==> config.mk <==
export PLATFORM = sky130hd
export DESIGN_NAME = ssf_array
export DESIGN_NICKNAME = d
export VERILOG_FILES = /design/src/source/ssf_pkg.sv /design/src/source/ssf_array.sv /design/src/source/ssf_input_arbiter.sv /design/src/source/ssf_launch.sv /design/src/source/ssf_result_collector.sv /design/src/source/ssf_worker.sv
export VERILOG_INCLUDE_DIRS = /design/src /design/src/include
export SDC_FILE = /design/constraint.sdc
export NUM_CORES = 1
export LEC_CHECK = 0
export BUFFER_PORTS_ARGS = -buffer_cell sky130_fd_sc_hd__clkbuf_2
export CORE_MARGIN = 2
export CORE_UTILIZATION = 57
export CTS_CLUSTER_DIAMETER = 60
export CTS_CLUSTER_SIZE = 28
export DETAILED_ROUTE_END_ITERATION = 8
export PLACE_DENSITY = 0.77
export SLEW_MARGIN = 20
export SYNTH_ARGS = -nofsm -noshare
export SYNTH_HDL_FRONTEND = slang
export SYNTH_SLANG_ARGS = --single-unit
==> constraint.sdc <==
create_clock -name clk -period 2.7 [get_ports clk]
set_input_delay 0.135 -clock clk [delete_from_list [all_inputs] [get_ports clk]]
set_output_delay 0.135 -clock clk [all_outputs]
set_load 0.1 [all_outputs]
==> src/include/ssf_cfg.svh <==
`ifndef SSF_CFG_SVH
`define SSF_CFG_SVH

// Number of workers in the array, 2 to 24
`define SSF_WORKERS 4

// Cycles between two worker releases
`define SSF_STAGGER 40

`define SSF_BLOCK 4 // Samples per sum

`define SSF_FIFO_DEPTH 4 // Power of two

`endif

==> src/source/ssf_pkg.sv <==
package ssf_pkg;

	// Signed sample, also used for the wrapped sum
	typedef logic signed [31:0] sample_t;

	// Worker index, wide enough for 24 workers
	typedef logic [4:0] worker_id_t;

	// One finished sum and the worker that made it
	typedef struct packed {
		worker_id_t id;
		sample_t    sum;
	} result_t;

	typedef enum logic [1:0] {
		HOLD,      // Waiting for release
		REQUEST,
		WAIT_DATA,
		EMIT       // Sum held until ack
	} worker_state_t;

endpackage

==> src/source/ssf_array.sv <==
`timescale 1ns/1ns
`include "ssf_cfg.svh"

module ssf_array (
	input  logic                clk,
	input  logic                rst_n,
	input  ssf_pkg::sample_t    io_in,
	input  logic                in_valid,
	output logic                req_strobe,
	output ssf_pkg::worker_id_t req_id,
	output logic                out_valid,
	output ssf_pkg::result_t    out_result
);

	logic [`SSF_WORKERS-1:0] run;
	logic [`SSF_WORKERS-1:0] req;
	logic [`SSF_WORKERS-1:0] grant;
	logic [`SSF_WORKERS-1:0] sample_valid;
	logic [`SSF_WORKERS-1:0] emit;
	logic [`SSF_WORKERS-1:0] ack;
	ssf_pkg::sample_t        sums [`SSF_WORKERS];

	ssf_launch launch_i (
		.clk (clk),
		.rst_n (rst_n),
		.run (run)
	);

	ssf_input_arbiter arbiter_i (
		.clk (clk),
		.rst_n (rst_n),
		.req (req),
		.in_valid (in_valid),
		.grant (grant),
		.sample_valid (sample_valid),
		.req_strobe (req_strobe),
		.req_id (req_id)
	);

	// Shared input bus, each worker only takes its routed strobe
	for (genvar i = 0; i < `SSF_WORKERS; i++) begin : gen_worker
		ssf_worker worker_i (
			.clk (clk),
			.rst_n (rst_n),
			.run (run[i]),
			.grant (grant[i]),
			.sample_valid (sample_valid[i]),
			.sample (io_in),
			.ack (ack[i]),
			.req (req[i]),
			.emit (emit[i]),
			.sum (sums[i])
		);
	end

	ssf_result_collector collector_i (
		.clk (clk),
		.rst_n (rst_n),
		.emit (emit),
		.sums (sums),
		.ack (ack),
		.out_valid (out_valid),
		.out_result (out_result)
	);

endmodule

==> src/source/ssf_input_arbiter.sv <==
`timescale 1ns/1ns
`include "ssf_cfg.svh"

module ssf_input_arbiter (
	input  logic                    clk,
	input  logic                    rst_n,
	input  logic [`SSF_WORKERS-1:0] req,
	input  logic                    in_valid,
	output logic [`SSF_WORKERS-1:0] grant,
	output logic [`SSF_WORKERS-1:0] sample_valid,
	output logic                    req_strobe,
	output ssf_pkg::worker_id_t     req_id
);

	logic                pick_valid;
	ssf_pkg::worker_id_t pick_id;
	logic                outstanding;
	ssf_pkg::worker_id_t owner;

	// Lowest index wins, so scan downwards
	always_comb begin
		pick_valid = 1'b0;
		pick_id = '0;
		for (int i = `SSF_WORKERS - 1; i >= 0; i--) begin
			if (req[i]) begin
				pick_valid = 1'b1;
				pick_id = ssf_pkg::worker_id_t'(i);
			end
		end
	end

	assign req_strobe = pick_valid && !outstanding;
	assign req_id = req_strobe ? pick_id : '0;

	always_comb begin
		grant = '0;
		sample_valid = '0;
		for (int i = 0; i < `SSF_WORKERS; i++) begin
			grant[i] = req_strobe && (pick_id == ssf_pkg::worker_id_t'(i));
			sample_valid[i] = in_valid && outstanding && (owner == ssf_pkg::worker_id_t'(i));
		end
	end

	// One sample in flight at a time
	always_ff @(posedge clk or negedge rst_n) begin
		if (!rst_n) begin
			outstanding <= 1'b0;
			owner <= '0;
		end else if (req_strobe) begin
			outstanding <= 1'b1;
			owner <= pick_id;
		end else if (in_valid) begin
			outstanding <= 1'b0;
		end
	end

endmodule

==> src/source/ssf_launch.sv <==
`timescale 1ns/1ns
`include "ssf_cfg.svh"

module ssf_launch (
	input  logic                    clk,
	input  logic                    rst_n,
	output logic [`SSF_WORKERS-1:0] run
);

	localparam int CNT_W = $clog2(`SSF_STAGGER + 1);

	logic [CNT_W-1:0] cnt;
	logic             all_run;

	assign all_run = &run;

	// Worker 0 goes on the first edge, the next one every stagger period
	always_ff @(posedge clk or negedge rst_n) begin
		if (!rst_n) begin
			run <= '0;
			cnt <= '0;
		end else if (!all_run) begin
			if (cnt == '0) begin
				run <= {run[`SSF_WORKERS-2:0], 1'b1}; // Shift in the next run bit
			end
			if (cnt == CNT_W'(`SSF_STAGGER - 1)) begin
				cnt <= '0;
			end else begin
				cnt <= cnt + 1'b1;
			end
		end
	end

endmodule

==> src/source/ssf_result_collector.sv <==
`timescale 1ns/1ns
`include "ssf_cfg.svh"

module ssf_result_collector (
	input  logic                    clk,
	input  logic                    rst_n,
	input  logic [`SSF_WORKERS-1:0] emit,
	input  ssf_pkg::sample_t        sums [`SSF_WORKERS],
	output logic [`SSF_WORKERS-1:0] ack,
	output logic                    out_valid,
	output ssf_pkg::result_t        out_result
);

	localparam int PTR_W = $clog2(`SSF_FIFO_DEPTH);
	localparam int CNT_W = $clog2(`SSF_FIFO_DEPTH + 1);

	logic                pick_valid;
	ssf_pkg::worker_id_t pick_id;
	ssf_pkg::sample_t    pick_sum;
	logic                full;
	logic                push;
	logic                pop;
	ssf_pkg::result_t    push_result;

	ssf_pkg::result_t    mem [`SSF_FIFO_DEPTH];
	logic [PTR_W-1:0]    wr_ptr;
	logic [PTR_W-1:0]    rd_ptr;
	logic [CNT_W-1:0]    count;

	// Fixed priority, lowest emitting index first
	always_comb begin
		pick_valid = 1'b0;
		pick_id = '0;
		pick_sum = '0;
		for (int i = `SSF_WORKERS - 1; i >= 0; i--) begin
			if (emit[i]) begin
				pick_valid = 1'b1;
				pick_id = ssf_pkg::worker_id_t'(i);
				pick_sum = sums[i];
			end
		end
	end

	assign full = (count == CNT_W'(`SSF_FIFO_DEPTH));
	assign push = pick_valid && !full; // Workers wait in EMIT while full
	assign pop = (count != '0);

	always_comb begin
		ack = '0;
		for (int i = 0; i < `SSF_WORKERS; i++) begin
			ack[i] = push && (pick_id == ssf_pkg::worker_id_t'(i));
		end
	end

	assign push_result.id = pick_id;
	assign push_result.sum = pick_sum;

	always_ff @(posedge clk) begin
		if (push) begin
			mem[wr_ptr] <= push_result;
		end
	end

	always_ff @(posedge clk or negedge rst_n) begin
		if (!rst_n) begin
			wr_ptr <= '0;
			rd_ptr <= '0;
			count <= '0;
		end else begin
			if (push) begin
				wr_ptr <= wr_ptr + 1'b1;
			end
			if (pop) begin
				rd_ptr <= rd_ptr + 1'b1;
			end
			case ({push, pop})
				2'b10: count <= count + 1'b1;
				2'b01: count <= count - 1'b1;
				default: count <= count;
			endcase
		end
	end

	// Head entry goes out straight from the storage registers, one per cycle
	assign out_valid = pop;
	assign out_result = mem[rd_ptr];

endmodule

==> src/source/ssf_worker.sv <==
`timescale 1ns/1ns
`include "ssf_cfg.svh"

module ssf_worker (
	input  logic             clk,
	input  logic             rst_n,
	input  logic             run,
	input  logic             grant,
	input  logic             sample_valid,
	input  ssf_pkg::sample_t sample,
	input  logic             ack,
	output logic             req,
	output logic             emit,
	output ssf_pkg::sample_t sum
);

	localparam int CNT_W = $clog2(`SSF_BLOCK + 1);

	ssf_pkg::worker_state_t state;
	logic [CNT_W-1:0]       cnt;
	ssf_pkg::sample_t       acc;
	logic                   last;

	assign last = (cnt == CNT_W'(`SSF_BLOCK - 1));

	always_ff @(posedge clk or negedge rst_n) begin
		if (!rst_n) begin
			state <= ssf_pkg::HOLD;
			req <= 1'b0;
			cnt <= '0;
			acc <= '0;
		end else begin
			case (state)
				ssf_pkg::HOLD: begin
					if (run) begin
						state <= ssf_pkg::REQUEST;
					end
				end

				// Request goes up one cycle after entry, held until grant
				ssf_pkg::REQUEST: begin
					if (grant) begin
						req <= 1'b0;
						state <= ssf_pkg::WAIT_DATA;
					end else begin
						req <= 1'b1;
					end
				end

				ssf_pkg::WAIT_DATA: begin
					if (sample_valid) begin
						acc <= acc + sample; // Wraps at 32 bits
						if (last) begin
							cnt <= '0;
							state <= ssf_pkg::EMIT;
						end else begin
							cnt <= cnt + 1'b1;
							state <= ssf_pkg::REQUEST;
						end
					end
				end

				ssf_pkg::EMIT: begin
					if (ack) begin
						acc <= '0; // Fresh block
						state <= ssf_pkg::REQUEST;
					end
				end

				default: begin
					state <= ssf_pkg::HOLD;
				end
			endcase
		end
	end

	assign emit = (state == ssf_pkg::EMIT);
	assign sum = acc;

endmodule

After elaboration in Yosys (flattened, before gate mapping)

Memories as Yosys holds them, arrays and structs flattened.
Index checks and enable logic that the tools add are counted.

Register bits after elaboration: 175
RAM bits: 136
Word-level logic and storage cells: 200
Output and inout bits: 44
Input bits: 35
Memories: 1

Mux-type cells: 71
Bitwise logic cells: 1
$add $sub $neg: 13
Reductions and logical operators: 46
Equal/unequal tests: 45

Memory list:

| memory          | depth | bits a word | rd ports | clocked after Yosys merged registers in | wr ports | RTL line                   | RTL |
|---|---|---|---|---|---|---|---|
| collector_i.mem | 4     | 34          | 1        | 0                                       | 1        | ssf_result_collector.sv:25 | `` ssf_pkg::result_t mem [`SSF_FIFO_DEPTH]; `` |

Operator list:

| cell                  | number |
|---|---|
| $mux W32              | 12 |
| $pmux W32 S2          | 4 |
| $add A32 B32 Y32      | 4 |
| $mux W2               | 29 |
| $pmux W2 S4           | 4 |
| $eq A2 B2 Y1 const B  | 13 |
| $ne A2 B1 Y1 const B  | 12 |
| $reduce_and A4 Y1     | 5 |
| $mux W1               | 16 |
| $add A3 B1 Y3 const B | 5 |
| $logic_and A1 B1 Y1   | 15 |
| $logic_not A5 Y1      | 3 |
| $eq A2 B1 Y1 const B  | 7 |
| $eq A3 B2 Y1 const B  | 4 |
| $mux W3               | 4 |
| $reduce_and A3 Y1     | 4 |
| $reduce_bool A2 Y1    | 6 |
| $eq A5 B2 Y1 const B  | 2 |
| $reduce_and A2 Y1     | 5 |
| $logic_not A2 Y1      | 4 |
| $ne A2 B2 Y1 const B  | 4 |
| $add A6 B1 Y6 const B | 1 |
| $eq A6 B6 Y1 const B  | 1 |
| $logic_not A6 Y1      | 1 |
| other kinds (9)       | 11 |

Logic depth before layout (Yosys ltp)

Gate-level depths: netlist (run 1).

Depth after elaboration: 9
Gate-level depth with buffers: 13

Hierarchy

Synthesis (run 1) repeated with hierarchy kept, for this count alone.

Cell total of the unflattened synthesis: 1986
Area total of the unflattened synthesis: 20111.8 µm²

Modules (own cells, without submodules):

| module                                  | area each (µm²) | cells each | instances |
|---|---|---|---|
| ssf_worker (gen_worker[1].worker_i ...) | 3211.8          | 379        | 3 |
| ssf_result_collector                    | 6413.7          | 388        | 1 |
| ssf_worker (gen_worker[0].worker_i)     | 3318.2          | 386        | 1 |
| ssf_launch                              | 474.2           | 42         | 1 |
| ssf_input_arbiter                       | 270.3           | 33         | 1 |

Least setup slack after synthesis (run 1)

No wires, ideal clock.

Kind: flip-flop to flip-flop
Start point: reg gen_worker[1].worker_i.acc[0]
End point: reg gen_worker[1].worker_i.acc[30]
Period minus slack after synthesis: 2.844 ns
Data arrival time: 2.710 ns
Library setup time: 0.134 ns
Cell stages (with the launch flop): 14
Setup slack: -0.144 ns
Cells stage by stage: dfrtp_1 > ha_1 > inv_1 > fa_1 > nor2b_1 > o31a_1 > o32ai_1 > o21ai_1 > a21oi_2 > o31a_1 > o211ai_1 > a31oi_2 > o2111ai_1 > o211ai_1

Word-level cells in the longest chain between the ends: 3

RTL lines:

| element                | RTL line         | RTL |
|---|---|---|
| from (decl)            | ssf_worker.sv:21 | `ssf_pkg::sample_t acc;` |
| from (signal assigned) | ssf_worker.sv:52 | `acc <= acc + sample;` |
| $add A32 B32 Y32       | ssf_worker.sv:52 |  |
| $mux W32               | ssf_worker.sv:51 | `if (sample_valid) begin` |
| $pmux W32 S2           | ssf_worker.sv:33 | `case (state)` |

Every way passes these cells. The select of a mux whose other input is x is not followed.
A chain may end at the register's enable or synchronous reset.

Worst setup path in the final report (run 1)

Start point: reg gen_worker[2].worker_i.acc[0]
End point: reg gen_worker[2].worker_i.acc[30]

Word-level cells in the longest chain between the ends: 3

RTL lines:

| element                | RTL line |
|---|---|
| from (decl)            | ssf_worker.sv:21 |
| from (signal assigned) | ssf_worker.sv:52 |
| $add A32 B32 Y32       | ssf_worker.sv:52 |
| $mux W32               | ssf_worker.sv:51 |
| $pmux W32 S2           | ssf_worker.sv:33 |

Every way passes these cells. The select of a mux whose other input is x is not followed.

==> results of run 1 <==
==> power breakdown <==
group | total [W] | switching (W) | internal (W)
Combinational | 0.0113 | 0.00720 | 0.00409
Sequential | 0.00653 | 0.000552 | 0.00598
Clock | 0.00408 | 0.00205 | 0.00203
Total | 0.0219 | 0.00981 | 0.0121
==> layer usage <==
metal	GRT usage	vias up	wire length (um)
met5	0	-	0
met4	0.07843	0	1437
met3	0.03033	112	3420
met2	0.4977	592	24450
met1	0.3997	7818	21820
li1	-	7487	-
==> kinds of logic after synthesis <==
logic type	count (synthesis)	synth area share
flip-flops	308	0.4447
adder cells (fa/ha/maj)	156	0.1055
AND/OR/NAND/NOR	448	0.1106
XOR/XNOR	108	0.05015
multiplexers	36	0.04172
other	1	0.0001988
AO/OA/AOI/OAI	626	0.2184
buffers and inverters	138	0.02879
==> worst max path at each step <==
stage                                                end  slack [ns]  cells after the start                          start
final                     gen_worker[2].worker_i.sum[30]       -0.29                     14  gen_worker[2].worker_i.sum[0]
after global routing      gen_worker[2].worker_i.sum[30]       -0.38                     14  gen_worker[2].worker_i.sum[0]
after CTS                 gen_worker[2].worker_i.sum[24]       -0.19                     14  gen_worker[2].worker_i.sum[0]
after detailed placement  gen_worker[0].worker_i.sum[28]       -0.45                     13  gen_worker[0].worker_i.sum[0]
after global placement    gen_worker[0].worker_i.sum[28]       -0.34                     13  gen_worker[0].worker_i.sum[0]
after floorplan           gen_worker[1].worker_i.sum[31]       -0.09                     11  gen_worker[1].worker_i.sum[1]
==> timing repair <==
item                                    4_1_cts  5_1_grt
gates resized for setup                      96       79
hold endpoints to repair                    173        0
endpoints found under the setup margin       44       48
hold buffers                                  2        0
buffers inserted                             21       32
pin swaps                                    69       70
==> layout by cell type (no fill, tap or decap), types with 25 or more instances in the layout <==
master / count
xnor2_1: 57
clkbuf_2: 71
ha_1: 119
nand2b_1: 27
a21o_1: 61
buf_4: 273
o21ai_1: 25
a22oi_1: 31
dfrtp_1: 171
mux4_2: 34
inv_1: 60
nand2_1: 166
clkbuf_16: 27
nand3_1: 38
a22o_1: 55
a21oi_1: 117
ha_4: 26
nor2_1: 91
o21a_1: 29
edfxtp_1: 136
o21ai_0: 126
xor2_1: 48
==> flip-flops by register name, indices dropped and copies added, names as in the netlist <==
signal                     cells
launch_i.cnt                   6
collector_i.mem              136
gen_worker.worker_i.cnt       12
gen_worker.worker_i.sum      128
arbiter_i.outstanding          1
gen_worker.worker_i.state      8
gen_worker.worker_i.req        4
collector_i.count              3
collector_i.rd_ptr             2
collector_i.wr_ptr             2
launch_i.run                   4
arbiter_i.owner                2
==> per-stage QoR <==
step	worst slack [ns]	cell area (um^2)	total power [W]
3_5_place_dp	-0.4468	21590	0.01689
4_1_cts	-0.1859	23170	0.02135
6_report	-0.2890	23800	0.02191
5_1_grt	-0.3754	23800	0.02306
2_1_floorplan	-0.08847	19010	0.01404
3_3_place_gp	-0.3434	21590	0.01657
==> critical path: stages, from the launching register on <==
cell	delay, ns
dfrtp_1	0.41
ha_4	0.18
inv_2	0.05
fa_2	0.20
nor2b_2	0.05
o21a_1	0.20
o21ai_2	0.19
a21oi_2	0.12
a211o_1	0.31
o31a_1	0.29
a311oi_4	0.30
buf_6	0.18
o41ai_2	0.07
xor2_1	0.15
a22o_1	0.19
==> final cells by class <==
| class | count | area [um^2] |
|---|---|---|
| inverters | 65 | 244.0 |
| diodes | 2 | 5.005 |
| flip-flops and latches | 308 | 8389 |
| well taps | 442 | 553.0 |
| clock buffers | 30 | 706.9 |
| clock inverters | 20 | 232.7 |
| fillers | 2234 | 8735 |
| repair buffers | 367 | 2749 |
| multi-input cells | 1380 | 10920 |
==> run metrics, run 1 <==
Initial Util=0.5798; Fin. Hold Viols=0; WS Path Type=reg2reg; die height=185.9 um; peak supply drop=0.0008309 V; pin count of the biggest net entering global routing=75; Seq cells post-synth=308; Post-synth top cells=dfrtp_1 (172), nand2_1 (166), o21ai_0 (159), ha_1 (151), a21oi_1 (141); HP Class=in2async; antenna violations before repair=2; Worst setup SP type=flip-flop; share of cells above drive strength 1=0.2774; Vias=~16000; root buffer cell=clkbuf_16; total clock sinks=~300; worst-margin pin slew=1.042 ns; Synth area leader=dfrtp_1; status=finished with violations; Final min period=around 3 ns; total global-route track usage=0.2921; highest clock rate=roughly 330 MHz; RD Place Congestion=approximately 0.96; reg-to-reg critical path endpoint=gen_worker[2].worker_i.sum[30]; Worst R2R Setup Slack=-0.29 ns; Fin Setup TNS=-3.018 ns; number of global-route vias before repair=15583; Worst R2R Path Depth=14; Clock Path Buffers=3; Worst EP required=3.15 ns; failing checks=negative setup slack; top cell type's share of synthesized area=0.2282; critical path arrival=3.44 ns; Routed Antenna Nets=0; final non-filler cell total=2614; synth warn=0; fin crit share=1.107; Post-Synthesis Cells=1821; first-pass GRT wire length=80.10 mm; setup slack after layout=-0.2890 ns; num ports=79; ranking of synthesized cells by area=dfrtp_1 (23%), edfxtp_1 (22%), ha_1 (10%); CP Capture Type=flip-flop; CTS clk-pin slew, worst paths=0.08 ns; post-layout util=0.7315; DIE AREA=34560 um^2; Post-Syn Area=between 15000 and 20000 um^2; CP max FO=5; Async SR Flop Fraction=0.5584; Max Slew Vio Count=0; DRC Markers=0; DR pass1 iterations=5; Total Wirelength=51.13 mm; num rows=66; P_leak=10.59 nW; Die Wd=185.9 um; Setup-failing EPs final=27; CTS H-tree lvls=1; Max-Slew Margin vs Limit=0.3055; RSZ-0062 raised after global routing=yes; core area=between 30000 and 40000 um^2; vias per inst=6.124; placed wire-length estimate=35.08 mm; Final Skew=between 0.03 and 0.04 ns; Main synth FF type=dfrtp_1; wire per inst=19.56 um; R2R Path Start=gen_worker[2].worker_i.sum[0]; cts bufs inserted=27; GR Overflow Total=0; Avg Inst Size Synth=a little over 10 um^2; initial DRC count=1556; Hold Slack=0.04590 ns; # port buffers=72; clock latency on the worst-skew pair=0.58 ns; Cell Pwr Density=a little over 900 nW/um^2; area grow syn2layout=26.18%; CTS tree=yes; placed insts=2509; sequential fraction of the synthesis area=0.4447; post-synth cell types=72; Post-synth EDFFs=136; Layout Nets=2340; most frequent cell after synthesis=dfrtp_1; Max Cap Violations=0
Note: power is estimated with default switching activity, not from simulation.
==> run 2, diff against run 1 <==
- CORE_UTILIZATION: 57 -> 60
- PLACE_DENSITY: 0.77 -> 0.78
- clock period: 2.7 -> 2.75 ns (I/O delays scaled with it)
==> run metrics, run 2 (same netlist as run 1, synthesis figures left out) <==
Max Cap Violations=0; Max Slew Vio Count=0; DIE AREA=32870 um^2; Max stage delay on crit path=0.40 ns; Die Wd=181.3 um; status=finished with violations; wire per inst=19.82 um; HP Class=in2async; Setup-failing EPs final=16; CP max FO=5; critical-path cell list=ha_1, a21o_1, a21o_1, a21oi_1, a21oi_1, a211o_1, o31a_1, a311oi_4, buf_4, o31ai_2, xnor2_1, a22o_1; total clock sinks=308; peak supply drop=roughly 0.00074 V; GR Overflow Total=0; fin area=23260 um^2; total global-route track usage=0.2970; Worst setup SP type=flip-flop; # port buffers=72; area grow syn2layout=23.32%; Total Wirelength=49.93 mm; share of cells above drive strength 1=0.2515; number of global-route vias before repair=~15000; Largest register FFs=136; clock latency on the worst-skew pair=0.58 ns; Total Power=about 0.021 W; FILL cells=2013; first-pass GRT wire length=78.85 mm; worst-margin pin slew=~0.76 ns; Worst EP required=3.22 ns; Cell Pwr Density=922.9 nW/um^2; root buffer cell=clkbuf_16; CP Capture Type=flip-flop; DR top layer=met4; multi-input logic area=10730 um^2; WS Path Type=reg2reg; DRC Markers=0; critical path arrival=3.52 ns; Layout Nets=2288; fin crit share=1.109; dpl cell area=21220 um^2; Met3 Routed Length=slightly below 4 mm; num ports=79; most frequent cells in the layout=buf_4 (226), dfrtp_1 (171), nand2_1 (166), edfxtp_1 (136), o21ai_0 (130); Slowest-stage cell, CP=dfrtp_1; failing checks=negative setup slack; Clock Path Buffers=3; Max-Slew Margin vs Limit=0.4903; die height=181.3 um; setup slack after layout=-0.2999 ns; Fin. Hold Viols=0; Vias=15833; Hold Slack=0.05426 ns; initial DRC count=approximately 1200; Routed Antenna Nets=0; cts bufs inserted=28; CTS clk-pin slew, worst paths=0.08 ns; DR pass1 iterations=7; Final Skew=0.03507 ns; FF+latch area=8389 um^2; CTS tree=yes; placed wire-length estimate=34.26 mm; CTS H-tree lvls=1; Initial Util=0.6134; M1 WL=around 21 mm; placed insts=2423; highest clock rate=327.9 MHz; vias per inst=6.285; P_leak=10.37 nW; num rows=64; core area=30750 um^2; final non-filler cell total=approximately 2500; Final min period=3.050 ns; DR WL met2=24.08 mm; Top reg by flops=collector_i.mem; RD Place Congestion=0.9409; antenna violations before repair=4; pin count of the biggest net entering global routing=77; RSZ-0062 raised after global routing=yes; commonest non-fill, non-tap cell in the layout=buf_4
## run 2: layer usage
metal | up-vias | track usage
met4 | 0 | 0.08260
met2 | 631 | 0.4901
met5 | - | 0
met3 | 95 | 0.03951
met1 | 7725 | 0.4149
li1 | 7382 | -
## run 2: metrics by stage
stage | TNS, ns | utilization | setup WS [ns]
floorplan | -0.02561 | - | -0.02255
global placement | -4.573 | 0.6901 | -0.2574
detailed placement | -6.750 | 0.6901 | -0.3499
CTS | -0.6465 | 0.7392 | -0.1314
global route | -4.728 | 0.7565 | -0.3581
finish | -1.951 | 0.7565 | -0.2999
## run 2: area by class of cell
| class | instances | share of cell area |
|---|---|---|
| Clock inverter | 22 | 0.01393 |
| Multi-Input combinational cell | 1380 | 0.4613 |
| Inverter | 65 | 0.01049 |
| Clock buffer | 30 | 0.03179 |
| Tap cell | 396 | 0.02130 |
| Timing Repair Buffer | 314 | 0.1001 |
| Sequential cell | 308 | 0.3606 |
| Antenna cell | 4 | 0.0004303 |
## run 2: power by group
part,switching [W],internal (W)
combinational,0.00691,0.00380
sequential,0.000550,0.00587
clock,0.00218,0.00217
total,0.00964,0.0118
## run 2: worst paths after layout
check | startpoint | endpoint | slack [ns] | depth (start not counted)
max | gen_worker[2].worker_i.sum[9] | gen_worker[2].worker_i.sum[28] | -0.30 | 12
min | rst_n | gen_worker[3].worker_i.sum[0] | 0.05 | 2
max reg2reg | gen_worker[2].worker_i.sum[9] | gen_worker[2].worker_i.sum[28] | -0.30 | 12
min reg2reg | collector_i.count[2] | collector_i.count[2] | 0.48 | 1
max in group asynchronous | rst_n | gen_worker[1].worker_i.sum[16] | 1.92 | 3
min in group clk | io_in[31] | gen_worker[1].worker_i.sum[31] | 0.09 | 3
## run 2: timing repair
| item | in CTS | in global routing |
|---|---|---|
| resized for setup | 65 | 79 |
| setup endpoints to repair | 36 | 41 |
| hold endpoints to repair | 171 | 0 |
| pin swaps | 47 | 78 |
| cloned | 0 | 0 |
| hold buffers | 2 | 0 |
| buffers inserted | 19 | 20 |
## run 2: worst max-delay path: cells and delay by family (launching register included)
family | cells | cell delay [ns]
flip-flops | 1 | 0.40
adder cells (fa/ha/maj) | 1 | 0.29
buffers and inverters | 1 | 0.19
AO/OA/AOI/OAI | 9 | 1.96
XOR/XNOR | 1 | 0.13
